### src/hw/sfp_config.svh
//**********************************************************************
// sfp format and butterfly sizing, widths must agree with each other
// SFP_FIX_WIDTH has to hold the sum of four aligned terms plus a sign
//**********************************************************************
`ifndef SFP_CONFIG_SVH
`define SFP_CONFIG_SVH

// word layout is sign, exponent, mantissa
`define SFP_EXP_WIDTH 4
`define SFP_SIG_WIDTH 4
`define SFP_WIDTH 9
`define SFP_BIAS 7

// guard bits kept below the hidden one while aligning
`define SFP_LOW_EXPAND 3
`define SFP_FIX_WIDTH 11

// radix-4 butterfly geometry
`define BFLY_POINTS 4
`define BFLY_LANES 8

// registers inside one lane, align (2) plus sum (1)
`define LANE_STAGES 3

`endif

### src/hw/sfp_pkg.sv
//**********************************************************************
// types shared by the butterfly datapath, widths come from the config
//**********************************************************************
`include "sfp_config.svh"

package sfp_pkg;

  // one packed sfp word, sign in the top bit
  typedef logic [`SFP_WIDTH-1:0] sfp_word_t;

  // biased exponent, zero means the value is zero
  typedef logic [`SFP_EXP_WIDTH-1:0] sfp_exp_t;

  // aligned two's complement term or four-term sum
  typedef logic signed [`SFP_FIX_WIDTH-1:0] fix_t;

  // sign applied to one term before the lane adder
  typedef enum logic {
    TERM_ADD = 1'b0,
    TERM_SUB = 1'b1
  } term_op_e;

endpackage

### src/hw/butterfly_lane.sv
//**********************************************************************
// one output component, three register stages from operand to result
//**********************************************************************
`timescale 1ns/10ps
`include "sfp_config.svh"

module butterfly_lane (
  input  logic                clk,
  input  logic                rst,
  input  sfp_pkg::sfp_word_t  operand [`BFLY_POINTS],
  input  sfp_pkg::term_op_e   op [`BFLY_POINTS],
  output sfp_pkg::sfp_word_t  result
);

  sfp_pkg::sfp_exp_t max_exp;
  sfp_pkg::fix_t     aligned [`BFLY_POINTS];

  sfp_pkg::sfp_exp_t max_exp_q;
  sfp_pkg::fix_t     sum_q;

  exp_align i_exp_align (
    .clk     (clk),
    .rst     (rst),
    .operand (operand),
    .op      (op),
    .max_exp (max_exp),
    .aligned (aligned)
  );

  // four-input adder, fix width leaves room for the carry
  always_ff @(posedge clk or negedge rst) begin
    if (!rst) begin
      sum_q     <= '0;
      max_exp_q <= '0;
    end else begin
      sum_q     <= aligned[0] + aligned[1] + aligned[2] + aligned[3];
      max_exp_q <= max_exp;
    end
  end

  fix_to_sfp i_fix_to_sfp (
    .sum     (sum_q),
    .max_exp (max_exp_q),
    .word    (result)
  );

endmodule

### src/hw/butterfly_operand_router.sv
//**********************************************************************
// takes a beat on every cycle with in_valid high, no back-pressure
// operand order per lane is point 0..3, W = -j rotation fixed in logic
//**********************************************************************
`timescale 1ns/10ps
`include "sfp_config.svh"

module butterfly_operand_router (
  input  logic                                   clk,
  input  logic                                   rst,
  input  logic                                   in_valid,
  input  logic [`BFLY_POINTS*`SFP_WIDTH-1:0]     in_real,
  input  logic [`BFLY_POINTS*`SFP_WIDTH-1:0]     in_imag,
  output sfp_pkg::sfp_word_t                     lane_operand [`BFLY_LANES][`BFLY_POINTS],
  output sfp_pkg::term_op_e                      lane_op [`BFLY_LANES][`BFLY_POINTS],
  output logic                                   beat_valid
);

  sfp_pkg::sfp_word_t real_q [`BFLY_POINTS];
  sfp_pkg::sfp_word_t imag_q [`BFLY_POINTS];

  // input beat register, held while no beat arrives
  always_ff @(posedge clk or negedge rst) begin
    if (!rst) begin
      beat_valid <= 1'b0;
      for (int n = 0; n < `BFLY_POINTS; n++) begin
        real_q[n] <= '0;
        imag_q[n] <= '0;
      end
    end else begin
      beat_valid <= in_valid;
      if (in_valid) begin
        for (int n = 0; n < `BFLY_POINTS; n++) begin
          real_q[n] <= in_real[n*`SFP_WIDTH +: `SFP_WIDTH];
          imag_q[n] <= in_imag[n*`SFP_WIDTH +: `SFP_WIDTH];
        end
      end
    end
  end

  // lane 2k is Re Xk, lane 2k+1 is Im Xk
  // twiddle for point n is (-j)^(n*k), only its index mod 4 matters
  for (genvar l = 0; l < `BFLY_LANES; l++) begin : g_lane
    for (genvar n = 0; n < `BFLY_POINTS; n++) begin : g_term
      localparam int ROT = (n * (l / 2)) % 4;
      localparam bit IS_IM = (l % 2) == 1;

      // odd rotations swap real and imaginary parts
      localparam bit USE_REAL = (ROT % 2) == (l % 2);

      // Re: +r, +i, -r, -i   Im: +i, -r, -i, +r
      localparam bit SUB = IS_IM ? ((((ROT >> 1) ^ ROT) % 2) == 1) : (ROT >= 2);

      assign lane_operand[l][n] = USE_REAL ? real_q[n] : imag_q[n];
      assign lane_op[l][n] = SUB ? sfp_pkg::TERM_SUB : sfp_pkg::TERM_ADD;
    end
  end

endmodule

### src/hw/exp_align.sv
//**********************************************************************
// two register stages, max_exp leaves aligned with the shifted terms
// shifts truncate, terms far below the max exponent drop to zero
//**********************************************************************
`timescale 1ns/10ps
`include "sfp_config.svh"

module exp_align (
  input  logic                clk,
  input  logic                rst,
  input  sfp_pkg::sfp_word_t  operand [`BFLY_POINTS],
  input  sfp_pkg::term_op_e   op [`BFLY_POINTS],
  output sfp_pkg::sfp_exp_t   max_exp,
  output sfp_pkg::fix_t       aligned [`BFLY_POINTS]
);

  // significand with hidden one, then with guard bits appended
  localparam int SIG_W = `SFP_SIG_WIDTH + 1;
  localparam int MAG_W = SIG_W + `SFP_LOW_EXPAND;

  sfp_pkg::sfp_exp_t exp_in [`BFLY_POINTS];
  sfp_pkg::sfp_exp_t max_exp_d;

  sfp_pkg::sfp_exp_t max_exp_s1;
  sfp_pkg::sfp_exp_t shift_s1 [`BFLY_POINTS];
  logic              neg_s1 [`BFLY_POINTS];
  logic [SIG_W-1:0]  mag_s1 [`BFLY_POINTS];

  logic [MAG_W-1:0]  shifted [`BFLY_POINTS];
  sfp_pkg::fix_t     term_d [`BFLY_POINTS];

  for (genvar n = 0; n < `BFLY_POINTS; n++) begin : g_exp
    assign exp_in[n] = operand[n][`SFP_WIDTH-2 -: `SFP_EXP_WIDTH];
  end

  // largest exponent of the four terms
  always_comb begin
    max_exp_d = '0;
    for (int n = 0; n < `BFLY_POINTS; n++) begin
      if (exp_in[n] > max_exp_d) begin
        max_exp_d = exp_in[n];
      end
    end
  end

  // stage 1: shift counts, term signs, significands
  always_ff @(posedge clk or negedge rst) begin
    if (!rst) begin
      max_exp_s1 <= '0;
      for (int n = 0; n < `BFLY_POINTS; n++) begin
        shift_s1[n] <= '0;
        neg_s1[n]   <= 1'b0;
        mag_s1[n]   <= '0;
      end
    end else begin
      max_exp_s1 <= max_exp_d;
      for (int n = 0; n < `BFLY_POINTS; n++) begin
        shift_s1[n] <= max_exp_d - exp_in[n];
        neg_s1[n]   <= operand[n][`SFP_WIDTH-1] ^ (op[n] == sfp_pkg::TERM_SUB);
        // zero exponent means a zero term, no hidden one
        mag_s1[n]   <= (exp_in[n] == '0) ? '0 : {1'b1, operand[n][`SFP_SIG_WIDTH-1:0]};
      end
    end
  end

  always_comb begin
    for (int n = 0; n < `BFLY_POINTS; n++) begin
      shifted[n] = {mag_s1[n], {`SFP_LOW_EXPAND{1'b0}}} >> shift_s1[n];
      term_d[n]  = neg_s1[n] ? -sfp_pkg::fix_t'(shifted[n]) : sfp_pkg::fix_t'(shifted[n]);
    end
  end

  // stage 2: signed aligned terms
  always_ff @(posedge clk or negedge rst) begin
    if (!rst) begin
      max_exp <= '0;
      for (int n = 0; n < `BFLY_POINTS; n++) begin
        aligned[n] <= '0;
      end
    end else begin
      max_exp <= max_exp_s1;
      for (int n = 0; n < `BFLY_POINTS; n++) begin
        aligned[n] <= term_d[n];
      end
    end
  end

endmodule

### src/hw/fix_to_sfp.sv
//**********************************************************************
// purely combinational, mantissa truncates toward zero magnitude
// exponent above 15 saturates, below 1 flushes to the zero word
//**********************************************************************
`timescale 1ns/10ps
`include "sfp_config.svh"

module fix_to_sfp (
  input  sfp_pkg::fix_t       sum,
  input  sfp_pkg::sfp_exp_t   max_exp,
  output sfp_pkg::sfp_word_t  word
);

  localparam int FIX_W   = `SFP_FIX_WIDTH;
  localparam int EXP_W   = `SFP_EXP_WIDTH;
  localparam int SIG_W   = `SFP_SIG_WIDTH;
  localparam int POS_W   = $clog2(FIX_W);
  // bit where the hidden one sits for an unshifted term
  localparam int NOMINAL = `SFP_SIG_WIDTH + `SFP_LOW_EXPAND;
  localparam int EXP_MAX = (1 << EXP_W) - 1;

  logic             neg;
  logic [FIX_W-1:0] mag;
  logic [POS_W-1:0] lead_pos;
  logic [FIX_W-1:0] norm;
  logic [SIG_W-1:0] mant;
  int               exp_full;

  assign neg = sum[FIX_W-1];
  assign mag = neg ? -sum : sum;

  // leading one, highest set bit wins
  always_comb begin
    lead_pos = '0;
    for (int i = 0; i < FIX_W; i++) begin
      if (mag[i]) begin
        lead_pos = POS_W'(i);
      end
    end
  end

  // leading one moved to the top, the bits below it are the mantissa
  assign norm = mag << (FIX_W - 1 - lead_pos);
  assign mant = norm[FIX_W-2 -: SIG_W];

  assign exp_full = int'(max_exp) + int'(lead_pos) - NOMINAL;

  always_comb begin
    if (mag == '0 || exp_full < 1) begin
      word = '0;
    end else if (exp_full > EXP_MAX) begin
      word = {neg, {EXP_W{1'b1}}, {SIG_W{1'b1}}};
    end else begin
      word = {neg, exp_full[EXP_W-1:0], mant};
    end
  end

endmodule

### src/hw/radix4_butterfly.sv
//**********************************************************************
// radix-4 sfp butterfly, one beat per cycle, out_valid 5 cycles later
// no back-pressure, the consumer must take every output beat
//**********************************************************************
`timescale 1ns/10ps
`include "sfp_config.svh"

module radix4_butterfly (
  input  logic                               clk,
  input  logic                               rst,
  input  logic                               in_valid,
  input  logic [`BFLY_POINTS*`SFP_WIDTH-1:0] in_real,
  input  logic [`BFLY_POINTS*`SFP_WIDTH-1:0] in_imag,
  output logic [`BFLY_POINTS*`SFP_WIDTH-1:0] out_real,
  output logic [`BFLY_POINTS*`SFP_WIDTH-1:0] out_imag,
  output logic                               out_valid
);

  sfp_pkg::sfp_word_t lane_operand [`BFLY_LANES][`BFLY_POINTS];
  sfp_pkg::term_op_e  lane_op [`BFLY_LANES][`BFLY_POINTS];
  sfp_pkg::sfp_word_t lane_result [`BFLY_LANES];
  logic               beat_valid;

  butterfly_operand_router i_router (
    .clk          (clk),
    .rst          (rst),
    .in_valid     (in_valid),
    .in_real      (in_real),
    .in_imag      (in_imag),
    .lane_operand (lane_operand),
    .lane_op      (lane_op),
    .beat_valid   (beat_valid)
  );

  // every lane has its own exponent group
  for (genvar l = 0; l < `BFLY_LANES; l++) begin : g_lane
    butterfly_lane i_lane (
      .clk     (clk),
      .rst     (rst),
      .operand (lane_operand[l]),
      .op      (lane_op[l]),
      .result  (lane_result[l])
    );
  end

  result_packer i_packer (
    .clk         (clk),
    .rst         (rst),
    .beat_valid  (beat_valid),
    .lane_result (lane_result),
    .out_real    (out_real),
    .out_imag    (out_imag),
    .out_valid   (out_valid)
  );

endmodule

### src/hw/result_packer.sv
//**********************************************************************
// valid delay line must match the lane depth (LANE_STAGES)
// outputs hold the last beat until the next valid one
//**********************************************************************
`timescale 1ns/10ps
`include "sfp_config.svh"

module result_packer (
  input  logic                               clk,
  input  logic                               rst,
  input  logic                               beat_valid,
  input  sfp_pkg::sfp_word_t                 lane_result [`BFLY_LANES],
  output logic [`BFLY_POINTS*`SFP_WIDTH-1:0] out_real,
  output logic [`BFLY_POINTS*`SFP_WIDTH-1:0] out_imag,
  output logic                               out_valid
);

  logic [`LANE_STAGES-1:0] valid_pipe;

  always_ff @(posedge clk or negedge rst) begin
    if (!rst) begin
      valid_pipe <= '0;
      out_valid  <= 1'b0;
      out_real   <= '0;
      out_imag   <= '0;
    end else begin
      valid_pipe <= {valid_pipe[`LANE_STAGES-2:0], beat_valid};
      out_valid  <= valid_pipe[`LANE_STAGES-1];
      if (valid_pipe[`LANE_STAGES-1]) begin
        // even lanes are real parts, X0 in the low word
        for (int k = 0; k < `BFLY_POINTS; k++) begin
          out_real[k*`SFP_WIDTH +: `SFP_WIDTH] <= lane_result[2*k];
          out_imag[k*`SFP_WIDTH +: `SFP_WIDTH] <= lane_result[2*k+1];
        end
      end
    end
  end

endmodule

### config.mk
export PLATFORM = sky130hd
export DESIGN_NAME = radix4_butterfly
export DESIGN_NICKNAME = d
export VERILOG_FILES = /design/src/hw/sfp_pkg.sv /design/src/hw/butterfly_lane.sv /design/src/hw/butterfly_operand_router.sv /design/src/hw/exp_align.sv /design/src/hw/fix_to_sfp.sv /design/src/hw/radix4_butterfly.sv /design/src/hw/result_packer.sv
export VERILOG_INCLUDE_DIRS = /design/src /design/src/hw
export SDC_FILE = /design/constraint.sdc
export NUM_CORES = 2
export LEC_CHECK = 0
export ABC_CLOCK_PERIOD_IN_PS = 6900
export BUFFER_PORTS_ARGS = -buffer_cell sky130_fd_sc_hd__buf_2
export CAP_MARGIN = 10
export CORE_MARGIN = 2
export CORE_UTILIZATION = 50
export DETAILED_ROUTE_END_ITERATION = 8
export GPL_TIMING_DRIVEN = 1
export PLACE_DENSITY = 0.71
export SYNTH_ARGS = -nofsm -noshare
export SYNTH_HDL_FRONTEND = slang
export SYNTH_SLANG_ARGS = --single-unit
export TNS_END_PERCENT = 1
### constraint.sdc
create_clock -name clk -period 6.9 [get_ports clk]
set_clock_uncertainty 0.05 [all_clocks]
set_input_delay 1.035 -clock clk [delete_from_list [all_inputs] [get_ports clk]]
set_output_delay 1.035 -clock clk [all_outputs]
set_load 0.1 [all_outputs]
## Yosys cells after proc, flatten, opt, wreduce, memory -nomap -nowiden

Index checks and enable logic that the tools add are counted.

- Logic and storage cells: 417
- Output and inout bits: 73
- Input port bits: 75
- Flip-flop bits (word level): 667

- Add/sub/neg operators: 88
- $lt $le $gt $ge: 30
- Mux-type cells: 150
- Reductions and logical operators: 24
- Bitwise logic cells: 6
- Shifts and indexed selects: 24

Operator list:

| kind | number |
|---|---|
| $mux 11 | 32 |
| $mux 4 | 86 |
| $add 11x11->11 | 24 |
| $shl 11x32->10 | 8 |
| $neg 8->11 | 16 |
| $shr 8x4->8 | 16 |
| $logic_not 11->1 | 8 |
| $neg 11->11 | 8 |
| $mux 9 | 8 |
| $mux 8 | 8 |
| $sub 4x4->4 | 16 |
| $gt 4x4->1 | 12 |
| $gt 6x5->1 const B | 8 |
| $lt 6x2->1 const B | 8 |
| $sub 5x3->6 const B | 8 |
| $add 4x4->5 | 8 |
| $mux 5 | 8 |
| $sub 4x4->5 const A | 8 |
| $logic_not 4->1 | 8 |
| $gt 4x1->1 const B | 2 |
| $logic_or 1x1->1 | 8 |
| $mux 1 | 8 |
| $not 1->1 | 6 |

## Longest topological paths before layout

- Depth after elaboration: 17
- Depth in mapped cells: 31
- Depth with buffers taken out: 30

## By module

Synthesis repeated with hierarchy kept, for this count alone.

- Cells, all modules: 7486
- Area total of the unflattened synthesis: 71066.9 µm²

By module, submodules not included:

| module | cells an instance | instances | area each (µm²) | seq. area each (µm²) |
|---|---|---|---|---|
| exp_align (g_lane[0].i_lane.i_exp_align ...) | 523 | 6 | 5092.4 | 2302.2 |
| butterfly_lane (g_lane[1].i_lane ...) | 146 | 6 | 1421.4 | 375.4 |
| fix_to_sfp (g_lane[0].i_lane.i_fix_to_sfp ...) | 198 | 5 | 1363.8 | 0.0 |
| exp_align (g_lane[4].i_lane.i_exp_align) | 528 | 1 | 5112.4 | 2302.2 |
| exp_align (g_lane[3].i_lane.i_exp_align) | 521 | 1 | 5029.8 | 2302.2 |
| butterfly_operand_router | 403 | 1 | 4921.0 | 1826.8 |
| result_packer | 156 | 1 | 3126.7 | 1901.8 |
| butterfly_lane (g_lane[0].i_lane) | 149 | 1 | 1461.4 | 375.4 |
| butterfly_lane (g_lane[7].i_lane) | 150 | 1 | 1460.2 | 375.4 |
| fix_to_sfp (g_lane[2].i_lane.i_fix_to_sfp) | 190 | 1 | 1361.3 | 0.0 |
| fix_to_sfp (g_lane[3].i_lane.i_fix_to_sfp) | 193 | 1 | 1361.3 | 0.0 |
| fix_to_sfp (g_lane[7].i_lane.i_fix_to_sfp) | 192 | 1 | 1331.3 | 0.0 |

## Worst setup path before layout

OpenSTA, ideal clock, no wires.

- Kind: register -> register
- From: register i_router.real_q (netlist bit i_router.lane_operand[68])
- To: register g_lane[6].i_lane.i_exp_align.shift_s1[7] (netlist name)
- Path slack: 0.926 ns
- Arrival: 5.855 ns
- Clock period less this slack: 5.974 ns
- Required time: 6.781 ns
- Path buffers: 1
- Stages on the path, launching flop included: 30
- Library setup time: 0.069 ns
- Cells stage by stage: dfrtp_1 inv_1 ha_1 nor2b_1 o21ai_0 a21oi_1 mux2_2 ha_1 nand2b_1 a311oi_1 o21ai_0 nand2_1 mux2i_1 inv_1 ha_1 nor2b_1 o21ai_0 nand2b_1 a21oi_1 a41o_1 clkbuf_1 nor2_1 a21o_1 ha_1 nor2b_1 o21ai_0 nor2b_1 or3_1 a211o_1 nand3_1

- Cells in the longest elaborated chain, start to end: 9

Ends and longest elaborated chain:

| item | RTL line | source |
|---|---|---|
| from (decl) | butterfly_operand_router.sv:19 | `` sfp_pkg::sfp_word_t real_q [`BFLY_POINTS]; `` |
| from (signal, indexed assignment) | butterfly_operand_router.sv:34 | `` real_q[n] <= in_real[n*`SFP_WIDTH +: `SFP_WIDTH]; `` |
| $gt 4x1->1 | -- |  |
| $mux 4 (*) | -- |  |
| $gt 4x4->1 | -- |  |
| $mux 4 (*) | -- |  |
| $gt 4x4->1 | -- |  |
| $mux 4 (*) | -- |  |
| $gt 4x4->1 | -- |  |
| $mux 4 (*) | -- |  |
| named net g_lane[2].i_lane.i_exp_align.max_exp_d[1] | exp_align.sv:22 | `sfp_pkg::sfp_exp_t max_exp_d;` |
| $sub 4x4->4 (*) | exp_align.sv:58 | `shift_s1[n] <= max_exp_d - exp_in[n];` |
| to (signal, indexed assignment) | exp_align.sv:58 |  |
| to (decl) | exp_align.sv:25 | `` sfp_pkg::sfp_exp_t shift_s1 [`BFLY_POINTS]; `` |

The timed path passes the listed nets; every way through them passes the cells marked *.
A chain may end at the register's enable or synchronous reset.

## Final worst setup path

Same ends and word-level chain as after synthesis.

==> summary.md <==
| Metric | Value |
|---|---|
| Nets | `5,079` |
| Wire length per cell | `17.9 um` |
| Nature of the critical path endpoint | `register` |
| DP Worst Slack | `0.499 ns` |
| Area occupied by multi-input gates | `around 26,000 um2` |
| Initial Utilization | `about 50%` |
| Final Setup Violations | `0` |
| Crit path launch | `i_router.lane_operand[68]` |
| Top cells by area, synth | `dfrtp_1 37%, fa_1 8.2%, ha_1 7.4%, xnor2_1 5.6%, mux2i_1 3.3%` |
| Worst skew pair latency | `0.64 ns` |
| Gpl congestion | `between 0.9 and 1` |
| Worst-path clk slew | `0.06 ns` |
| Inserted Clock Buffers | `76` |
| Ys flop type | `dfrtp_1` |
| Crit-path max cell delay | `approximately 0.52 ns` |
| CTS Hold Bufs | `0` |
| Worst R2R End | `g_lane[6].i_lane.i_exp_align.shift_s1[7]` |
| Synth area leader | `dfrtp_1` |
| All-layer global routing usage | `22.9%` |
| Area Growth Syn to Fin | `9.89%` |
| Slowest CP cell | `dfrtp_1` |
| Ports | `between 100 and 150` |
| DR vias | `approximately 33k` |
| Outcome | `finished, final reports clean` |
| WS Path Type | `reg -> reg` |
| Combinational family with the most area after synthesis | `adder cells` |
| Placed cell area | `46,000 um2` |
| CTS max path bufs | `3` |
| Data required, critical path | `7.42 ns` |
| Global route overflow | `0` |
| DIE WIDTH | `just over 300 um` |
| Max_slew headroom | `24.0%` |
| Layout Utilization | `55.3%` |
| Antenna Nets Post-Route | `0` |
| Fin crit share | `93.4%` |
| HPWL after DPL | `78,900 um` |
| Root Driver | `clkbuf_16` |
| Largest net degree at the start of global routing | `173` |
| Adder-Cell Fraction of Synth Area | `15.7%` |
| Least-Margin Pin Slew | `1.13 ns` |
| Setup ws final | `between 0.4 and 0.5 ns` |
| Xor/xnor cell area share of the yosys netlist | `7.56%` |
| Min-Delay Path Depth | `0` |
| Mapped Cells | `roughly 4.5k` |
| Detailed Route WL | `roughly 100,000 um` |
| Cell area after layout | `48,800 um2` |
| Synthesis Warnings | `0` |
| Initial antenna violation count | `5` |
| Mux share of post-synthesis cell area | `5.68%` |
| Flop2flop setup slack | `0.45 ns` |
| Count of different cell masters after synthesis | `98` |
| Port Buffers | `147` |
| Share of cells above drive strength 1 | `between 10% and 20%` |
| Fillers | `7,668` |
| First-pass GRT wire length | `169,000 um` |
| Hold Crit Class | `reg -> reg` |
| Die height | `302 um` |
| FMAX | `155 MHz` |
| Arrival time at the worst endpoint | `between 6 and 7 ns` |
| Compound-Gate Fraction of Synth Area | `14.4%` |
| Initial drt markers | `2,507` |
| # clock sinks | `659` |
| Drt pass-1 iters | `6` |
| Die area | `91,100 um2` |
| Worst Path Max Fanout | `10` |
| R2R depth | `29` |
| Top cell type's share of synthesized area | `between 30% and 40%` |
| CTS H-tree depth | `3` |
| # rows | `109` |
| FF-to-FF Start | `i_router.lane_operand[68]` |
| Final hold violation count | `0` |
| CTS tree | `done` |
| Critical path destination | `g_lane[6].i_lane.i_exp_align.shift_s1[7]` |
| Max cap viols | `0` |
| Simple-gate share of the synthesized area | `15.0%` |
| Ys async rst share | `100%` |
| Register area share after synthesis | `37.2%` |
| Slew Limit Fails | `0` |
| Mean area per synthesized cell | `9.85 um2` |
| Seq cells post-synth | `about 660` |
| FF/Latch Area | `16,500 um2` |
| Nature of the critical path startpoint | `register` |
| Post-CTS Setup Bufs | `0` |
| RSZ-0062 raised after global routing | `false` |
| Drt drc | `0` |
| CORE AREA | `88,100 um2` |
| Syn Nets | `5,027` |
| Number of global-route vias before repair | `31.9k` |
| Post-Syn Area | `44,400 um2` |
| Number of synthesized flops with an enable pin | `0` |
| Min Tclk post-route | `between 6 and 7 ns` |
| Post-route setup TNS | `0 ns` |
| Via density | `5.64` |
-- worst max-delay path, delay by kind of cell, from the launching register on --
family,cells,cell delay (ns)
AO/OA/AOI/OAI,11,2.33
multiplexers,2,0.72
buffers and inverters,2,0.25
AND/OR/NAND/NOR,10,1.38
flip-flops,1,0.52
adder cells (fa/ha/maj),4,1.14
-- layout make-up --
type | count | share of cell area (%)
Antenna cell | 2 | 0.0103
Clock buffer | 95 | 4.30
Clock inverter | 43 | 1.32
Inverter | 327 | 2.52
Multi-Input combinational cell | 3326 | 53.1
Sequential cell | 659 | 33.8
Tap cell | 1165 | 2.99
Timing Repair Buffer | 168 | 1.93
-- routing by layer --
| layer | part of all wire (%) | GRT usage (%) |
|---|---|---|
| met2 | 44 | 34.9 |
| met3 | 6.0 | 3.61 |
| met1 | 47 | 33.4 |
| met5 | 0 | 0 |
| met4 | 2.9 | 7.85 |
-- Yosys cell counts, types with 15 or more instances --
| library cell | number |
|---|---|
| nand2_1 | 367 |
| clkbuf_1 | 165 |
| mux2_2 | 86 |
| or2_2 | 41 |
| dfrtp_1 | 659 |
| mux2i_1 | 146 |
| o21bai_1 | 27 |
| xnor2_1 | 284 |
| a31oi_1 | 27 |
| a21o_1 | 76 |
| a311oi_1 | 16 |
| or3_1 | 44 |
| a32oi_1 | 20 |
| nand3_1 | 74 |
| nand2b_1 | 102 |
| o21ai_0 | 204 |
| and2_1 | 47 |
| nor3b_1 | 28 |
| nor4_1 | 30 |
| nor3_1 | 59 |
| a211oi_1 | 29 |
| nand4_1 | 19 |
| and3_1 | 15 |
| nor2b_1 | 124 |
| o2bb2ai_1 | 31 |
| xor2_1 | 94 |
| o211ai_1 | 23 |
| fa_1 | 182 |
| nor2_1 | 261 |
| o31ai_1 | 48 |
| nand3b_1 | 37 |
| a21oi_1 | 247 |
| inv_1 | 323 |
| ha_1 | 264 |
-- sequential cells by signal, indices dropped and copies added, names as in the netlist --
register,flops
i_packer.out_valid,1
g_lane.i_lane.max_exp_q,16
i_router.lane_operand,72
g_lane.i_lane.i_exp_align.max_exp_s1,16
g_lane.i_lane.i_exp_align.max_exp,16
i_packer.valid_pipe,3
i_packer.out_real,36
g_lane.i_lane.i_exp_align.aligned,256
i_packer.out_imag,36
g_lane.i_lane.sum_q,88
g_lane.i_lane.i_exp_align.mag_s1,40
g_lane.i_lane.i_exp_align.shift_s1,64
i_router.beat_valid,1
g_lane.i_lane.i_exp_align.neg_s1,14
-- cell families (layout without fill, tap and decap cells) --
kind of cell,after synthesis,count (layout)
mux,236,236
other cells,0,2
buf+inv,521,633
fa+ha+maj,446,446
xor+xnor,380,380
simple gates,1306,1306
compound gates,958,958
flops,659,659
-- cell usage in the layout, fill, tap and decap left out, types with 86 or more instances in the layout --
cell type	Yosys	routed
a21oi_1	247	247
mux2_2	86	86
dfrtp_1	659	659
nor2b_1	124	124
mux2i_1	146	146
o21ai_0	204	204
nand2b_1	102	102
nor2_1	261	261
inv_1	323	322
xor2_1	94	94
buf_2	13	145
xnor2_1	284	284
fa_1	182	182
ha_1	264	264
nand2_1	367	367
-- repair_timing --
| action | CTS | global route |
|---|---|---|
| gates resized for setup | 0 | 1 |
| setup endpoints to repair | 0 | 4 |
| hold endpoints to repair | 0 | 0 |
-- worst min-delay path by stage --
stage                                          startpoint                                      end
2_1_floorplan  g_lane[6].i_lane.i_exp_align.max_exp_s1[0]  g_lane[2].i_lane.i_exp_align.max_exp[0]
3_3_place_gp                          i_router.beat_valid                   i_packer.valid_pipe[0]
3_5_place_dp      g_lane[4].i_lane.i_exp_align.max_exp[1]            g_lane[4].i_lane.max_exp_q[1]
4_1_cts           g_lane[4].i_lane.i_exp_align.max_exp[2]            g_lane[4].i_lane.max_exp_q[2]
5_1_grt                            i_packer.valid_pipe[0]                   i_packer.valid_pipe[1]
6_report          g_lane[4].i_lane.i_exp_align.max_exp[1]            g_lane[4].i_lane.max_exp_q[1]
-- metrics by stage --
step | cells | hold WS [ns]
2_1_floorplan | 4506 | 0.281
3_3_place_gp | 5645 | 0.282
3_5_place_dp | 5645 | 0.285
4_1_cts | 5783 | 0.290
5_1_grt | 5783 | 0.305
6_report | 5785 | 0.297
Power is left out: the tool's default activity adds up to more than one toggle a clock period on the data nets, which glitch-free logic cannot reach.
